## src/verilog/rv_decode_pkg.sv

```systemverilog
package rv_decode_pkg;

  localparam int XLEN     = 64;             // Register and data width
  localparam int ILEN     = 32;             // Instruction width
  localparam int REGNO_W  = 5;
  localparam int NUM_REGS = 32;

  // Major opcodes, instr[6:0]
  localparam logic [6:0] OPC_OP        = 7'b0110011;
  localparam logic [6:0] OPC_OP_32     = 7'b0111011;
  localparam logic [6:0] OPC_OP_IMM    = 7'b0010011;
  localparam logic [6:0] OPC_OP_IMM_32 = 7'b0011011;
  localparam logic [6:0] OPC_LOAD      = 7'b0000011;
  localparam logic [6:0] OPC_STORE     = 7'b0100011;
  localparam logic [6:0] OPC_BRANCH    = 7'b1100011;
  localparam logic [6:0] OPC_LUI       = 7'b0110111;
  localparam logic [6:0] OPC_AUIPC     = 7'b0010111;
  localparam logic [6:0] OPC_JAL       = 7'b1101111;
  localparam logic [6:0] OPC_JALR      = 7'b1100111;

  localparam int OPCLASS_W = 4;

  localparam logic [OPCLASS_W-1:0] CLS_NONE    = 4'd0;  // Bubble or illegal
  localparam logic [OPCLASS_W-1:0] CLS_ALU_REG = 4'd1;
  localparam logic [OPCLASS_W-1:0] CLS_ALU_IMM = 4'd2;
  localparam logic [OPCLASS_W-1:0] CLS_LOAD    = 4'd3;
  localparam logic [OPCLASS_W-1:0] CLS_STORE   = 4'd4;
  localparam logic [OPCLASS_W-1:0] CLS_BRANCH  = 4'd5;
  localparam logic [OPCLASS_W-1:0] CLS_LUI     = 4'd6;
  localparam logic [OPCLASS_W-1:0] CLS_AUIPC   = 4'd7;
  localparam logic [OPCLASS_W-1:0] CLS_JAL     = 4'd8;
  localparam logic [OPCLASS_W-1:0] CLS_JALR    = 4'd9;

  // One instruction word, six format views
  typedef union packed {
    struct packed {
      logic [6:0]         funct7;
      logic [REGNO_W-1:0] rs2;
      logic [REGNO_W-1:0] rs1;
      logic [2:0]         funct3;
      logic [REGNO_W-1:0] rd;
      logic [6:0]         opcode;
    } r;
    struct packed {
      logic [11:0]        imm_11_0;
      logic [REGNO_W-1:0] rs1;
      logic [2:0]         funct3;
      logic [REGNO_W-1:0] rd;
      logic [6:0]         opcode;
    } i;
    struct packed {
      logic [6:0]         imm_11_5;
      logic [REGNO_W-1:0] rs2;
      logic [REGNO_W-1:0] rs1;
      logic [2:0]         funct3;
      logic [4:0]         imm_4_0;
      logic [6:0]         opcode;
    } s;
    struct packed {
      logic               imm_12;
      logic [5:0]         imm_10_5;
      logic [REGNO_W-1:0] rs2;
      logic [REGNO_W-1:0] rs1;
      logic [2:0]         funct3;
      logic [3:0]         imm_4_1;
      logic               imm_11;
      logic [6:0]         opcode;
    } b;
    struct packed {
      logic [19:0]        imm_31_12;
      logic [REGNO_W-1:0] rd;
      logic [6:0]         opcode;
    } u;
    struct packed {
      logic               imm_20;
      logic [9:0]         imm_10_1;
      logic               imm_11;
      logic [7:0]         imm_19_12;
      logic [REGNO_W-1:0] rd;
      logic [6:0]         opcode;
    } j;
  } instr_word_t;

endpackage

```

## src/verilog/instr_field_decoder.sv

```systemverilog
module instr_field_decoder import rv_decode_pkg::*; (
  input  logic [ILEN-1:0]      instr,
  output logic [REGNO_W-1:0]   rs1_regno,
  output logic [REGNO_W-1:0]   rs2_regno,
  output logic [REGNO_W-1:0]   rd_regno,
  output logic [XLEN-1:0]      imm,
  output logic [OPCLASS_W-1:0] op_class
);

  instr_word_t iw;

  logic [XLEN-1:0] imm_i;
  logic [XLEN-1:0] imm_s;
  logic [XLEN-1:0] imm_b;
  logic [XLEN-1:0] imm_u;
  logic [XLEN-1:0] imm_j;

  logic uses_rs1;
  logic uses_rs2;
  logic uses_rd;

  assign iw = instr;

  // Immediates for every format, sign taken from instr[31]
  assign imm_i = {{(XLEN-12){iw.i.imm_11_0[11]}}, iw.i.imm_11_0};

  assign imm_s = {{(XLEN-12){iw.s.imm_11_5[6]}}, iw.s.imm_11_5, iw.s.imm_4_0};

  assign imm_b = {{(XLEN-13){iw.b.imm_12}},
                  iw.b.imm_12,
                  iw.b.imm_11,
                  iw.b.imm_10_5,
                  iw.b.imm_4_1,
                  1'b0};

  assign imm_u = {{(XLEN-32){iw.u.imm_31_12[19]}}, iw.u.imm_31_12, 12'b0};

  assign imm_j = {{(XLEN-21){iw.j.imm_20}},
                  iw.j.imm_20,
                  iw.j.imm_19_12,
                  iw.j.imm_11,
                  iw.j.imm_10_1,
                  1'b0};

  // Format and class from the opcode
  always_comb begin
    op_class = CLS_NONE;
    imm      = '0;
    uses_rs1 = 1'b0;
    uses_rs2 = 1'b0;
    uses_rd  = 1'b0;
    case (iw.r.opcode)
      OPC_OP, OPC_OP_32: begin              // R format
        op_class = CLS_ALU_REG;
        uses_rs1 = 1'b1;
        uses_rs2 = 1'b1;
        uses_rd  = 1'b1;
      end
      OPC_OP_IMM, OPC_OP_IMM_32: begin
        op_class = CLS_ALU_IMM;
        imm      = imm_i;
        uses_rs1 = 1'b1;
        uses_rd  = 1'b1;
      end
      OPC_LOAD: begin
        op_class = CLS_LOAD;
        imm      = imm_i;
        uses_rs1 = 1'b1;
        uses_rd  = 1'b1;
      end
      OPC_JALR: begin
        op_class = CLS_JALR;
        imm      = imm_i;
        uses_rs1 = 1'b1;
        uses_rd  = 1'b1;
      end
      OPC_STORE: begin
        op_class = CLS_STORE;
        imm      = imm_s;
        uses_rs1 = 1'b1;
        uses_rs2 = 1'b1;
      end
      OPC_BRANCH: begin
        op_class = CLS_BRANCH;
        imm      = imm_b;
        uses_rs1 = 1'b1;
        uses_rs2 = 1'b1;
      end
      OPC_LUI: begin
        op_class = CLS_LUI;
        imm      = imm_u;
        uses_rd  = 1'b1;
      end
      OPC_AUIPC: begin
        op_class = CLS_AUIPC;
        imm      = imm_u;
        uses_rd  = 1'b1;
      end
      OPC_JAL: begin
        op_class = CLS_JAL;
        imm      = imm_j;
        uses_rd  = 1'b1;
      end
      default: begin
        op_class = CLS_NONE;                // Illegal, all fields stay zero
      end
    endcase
  end

  // Register fields sit at the same bits in every format that has them
  assign rs1_regno = uses_rs1 ? iw.r.rs1 : '0;
  assign rs2_regno = uses_rs2 ? iw.r.rs2 : '0;
  assign rd_regno  = uses_rd  ? iw.r.rd  : '0;

endmodule

```

## config.mk

```make
export PLATFORM = sky130hd
export DESIGN_NAME = instr_field_decoder
export DESIGN_NICKNAME = d
export VERILOG_FILES = /design/src/verilog/rv_decode_pkg.sv /design/src/verilog/instr_field_decoder.sv
export SDC_FILE = /design/constraint.sdc
export NUM_CORES = 1
export LEC_CHECK = 0
export ABC_AREA = 1
export BUFFER_PORTS_ARGS = -buffer_cell sky130_fd_sc_hd__buf_4
export CORE_ASPECT_RATIO = 1.2
export CORE_MARGIN = 1
export CORE_UTILIZATION = 31
export DETAILED_ROUTE_END_ITERATION = 12
export PLACE_DENSITY = 0.91
export SLEW_MARGIN = 40
export SYNTH_ARGS = -nofsm -noshare
export SYNTH_HDL_FRONTEND = slang
export SYNTH_SLANG_ARGS = --single-unit
```

## constraint.sdc

```tcl
create_clock -name vclk -period 1.4
set_input_delay 0.07 -clock vclk [all_inputs]
set_output_delay 0.07 -clock vclk [all_outputs]
set_load 0.1 [all_outputs]
```

==> impl_results.md, run 1 <==
- Chip width: 52.1 um
- PortBufs: 115
- Synth Instances: 192
- IO Count: 115
- DP Worst Slack: -0.149 ns
- Net count after synthesis: 224
- Syn Area/Cell: 4.85 um2
- Stop err: [ERROR GRT-0232] Routing congestion too high. Check the congestion heatmap in the GUI.
- Register area share after synthesis: 0
- Chip Height: 62.1 um
- Pin count of the biggest net entering global routing: 34
- # rows: 21
- Grt total ovfl: 24
- Postcts setup bufs: 0
- CTS Hold Buffers Added: 0
- Post-synth cell types: 16
- Ys Warns: 0
- Overall routing resource usage: 0.627
- Final HPWL DP: 3.02 mm
- Area of placed instances: 1950 um2
- Initial Utilization: 0.332
- Worst EP kind: primary output
- RePlAce Congestion: 0.883
- Post-Syn Area: 932 um2
- Status: did not finish
- Halt Stage: global routing (5_1_grt)
- Post-GRT worst EP: rs1_regno[3]
- Placed Instances: 324
-- through the flow --
stage / util / TNS (ns) / hold slack (ns)
after CTS: 0.735 / -5.10 / 0.541
after detailed placement: 0.695 / -4.79 / 0.562
after global placement: 0.695 / -2.60 / 0.558
after floorplan: - / -7.51 / 0.339
-- Yosys cell counts --
master | n | share of area
nand2_1 | 44 | 0.18
buf_4 | 35 | 0.28
nand3_1 | 35 | 0.19
nor2_1 | 32 | 0.13
inv_1 | 31 | 0.12
nand4_1 | 2 | 0.013
nor2_2 | 2 | 0.013
nor3_1 | 2 | 0.011
o21ai_0 | 2 | 0.011
buf_2 | 1 | 0.0054
clkbuf_1 | 1 | 0.0040
inv_2 | 1 | 0.0040
nand3_2 | 1 | 0.011
nor2_4 | 1 | 0.012
o21a_1 | 1 | 0.0081
o22ai_1 | 1 | 0.0067
-- routing by layer --
layer | global-route usage | overflow
met5 | 0.0500 | 0
met4 | 0.745 | 15
met3 | 0.445 | 0
met2 | 0.896 | 9
met1 | 0.530 | 0
-- timing repair --
item                                    in CTS
resized for setup                           30
endpoints found under the setup margin      73
pin swaps                                    2
hold endpoints to repair                     0
-- kinds of logic after synthesis --
family	count (synthesis)	synth area share
simple gates	119	0.554
compound gates	4	0.0255
buf+inv	69	0.420
==> inputs of run 2 (changes only) <==
- CORE_AREA: default -> 2 2 63 65
- CORE_ASPECT_RATIO: 1.2 -> default
- CORE_MARGIN: 1 -> default
- CORE_UTILIZATION: 31 -> default
- DIE_AREA: default -> 0 0 65 67
- PLACE_DENSITY: 0.91 -> default
- PLACE_DENSITY_LB_ADDON: default -> 0.15
- clock period: 1.4 -> 1.82 ns (I/O delays scaled with it)
==> run 2 against run 1 <==
Net effect: the run now ends clean; synthesized cell count is the same; area after synthesis is the same.
==> impl_results.md, run 2 <==
- Ys Warns: 0
- Hold Crit Start: instr[19]
- First-pass GRT wire length: 4.89 mm
- Synth Instances: 192
- Maxcap violations: 0
- Slew @ Worst Pin: 0.483 ns
- Hold WS: 0.591 ns
- Post-synth cell types: 16
- Chip Height: 67 um
- # resized after CTS: 0
- Most frequent cells in the layout: 120 x buf_4, 43 x nand2_1, 35 x nand3_1
- Fin crit period: 1.57 ns
- Simple-gate area share of the yosys netlist: 0.554
- Register area share after synthesis: 0
- Post-route cell area: 1710 um2
- Post-Synth Adder-Cell Area: 0
- Top cell type's share of synthesized area: 0.282
- Area of placed instances: 1710 um2
- RSZ-0062 raised after global routing: no
- Net count after synthesis: 224
- Final HPWL DP: 2.77 mm
- Compound-Gate Fraction of Synth Area: 0.0255
- CP Max Fanout: 11
- Chip width: 65 um
- Iter 0 DRT Violations: 46
- Remaining DRCs: 0
- Crit. Startpoint: instr[4]
- HP Class: input pin to output port
- Hold Path Cell Cnt: 4
- Fin crit share: 0.863
- Final wirelength: 3.23 mm
- Cell leakage power: 0.00117 uW
- Synthesis-to-layout area growth: 83.1%
- CP required: 1.73 ns
- CP arrival: 1.48 ns
- # rows: 22
- XOR/XNOR Fraction of Synth Area: 0
- Setup crit end kind: output port
- Sequential Area: 0 um2
- Worst vdd ir: 0.215 mV
- PortBufs: 115
- Pin count of the biggest net entering global routing: 34
- Commonest non-fill, non-tap cell in the layout: buf_4
- Synth area leader: buf_4
- Max_slew headroom: 0.677
- Setup-failing EPs final: 0
- Core area: 3610 um2
- Max-slew violations: 0
- Overall routing resource usage: 0.134
- Routed Antenna Nets: 0
- Initial Utilization: 0.259
- Hold Fails Final Rpt: 0
- Post-Syn Area: 932 um2
- Number of global-route vias before repair: 1137
- Grt total ovfl: 0
- DP Worst Slack: 0.234 ns
- Mux share of post-synthesis cell area: 0
- Max frequency: 636 MHz
- Power density of the placed cells: 317 nW/um2
- Worst setup SP type: input pin
- Share of cells above drive strength 1: 0.511
- Final WS setup: 0.249 ns
- Final Total Pwr: 541 uW
- DR WL/cell: 9.97 um
- DR pass1 iterations: 4
- Postcts setup bufs: 0
- Via count: 1363
- Final Net Count: 310
- RePlAce Congestion: 0.823
- Largest family of logic cells by synthesized area: simple AND/OR/NAND/NOR gates
- # clk buffers: 0
- CTS Hold Buffers Added: 0
- Synth top cells by count: 44 x nand2_1, 35 x buf_4, 35 x nand3_1
- Die ar.: 4360 um2
- # diodes: 0
- Status: completed
- Most area-consuming cells after synthesis: buf_4 28%, nand3_1 19%, nand2_1 18%, nor2_1 13%, inv_1 12%
- Most frequent cell after synthesis: nand2_1
- Syn Area/Cell: 4.85 um2
- Initial antenna violation count: 0
- CP Class: input pin to output port
- Sequential cell count: 0
- IO Count: 115
- DR vias/cell: 4.21
[run 2: cell counts after synthesis]
Identical to the previous run, type by type.
[run 2: path summary, 6_finish.rpt]
kind	to	slack, ns
max	imm[20]	0.25
min	rs1_regno[4]	0.59
[run 2: cell type report]
cell class                      instances  area (um2)
Timing Repair Buffer                  121         921
Multi-Input combinational cell        123         606
Inverter                               32         120
Tap cell                               48        60.1
Fill cell                             399        1900
[run 2: cell families (layout without fill, tap and decap cells)]
group                  Yosys count  count (layout)
AND/OR/NAND/NOR                119             119
AO/OA/AOI/OAI                    4               4
buffers and inverters           69             153
[run 2: per-layer routing]
metal	wire length [um]	global-route usage	vias to the layer above
met1	1350	0.170	565
met4	0	0	0
met3	426	0.0236	0
met2	1460	0.250	75
li1	-	-	723
met5	0	0	-
[run 2: worst max-delay path, stage by stage]
cell and delay (ns):
buf_4 0.12, inv_1 0.06, nand2_1 0.09, nor2_4 0.13
nand2_1 0.17, nand2_1 0.12, nand2_1 0.22, nand3_1 0.18
buf_4 0.30
[run 2: report_power, final]
part | switching, uW | internal (uW) | leakage [uW]
Clock | 0 | 0 | 0
Sequential | 0 | 0 | 0
Combinational | 417 | 124 | 0.00117
Total | 417 | 124 | 0.00117
[run 2: per-stage QoR]
| stage | utilization | cells | setup TNS, ns |
|---|---|---|---|
| after floorplan | - | 192 | -3.84 |
| after global placement | 0.473 | 324 | 0 |
| after detailed placement | 0.473 | 324 | 0 |
| after CTS | 0.473 | 324 | 0 |
| after global routing | 0.473 | 324 | 0 |
| final | 0.473 | 324 | 0 |
(Power assumes the default switching activity.)
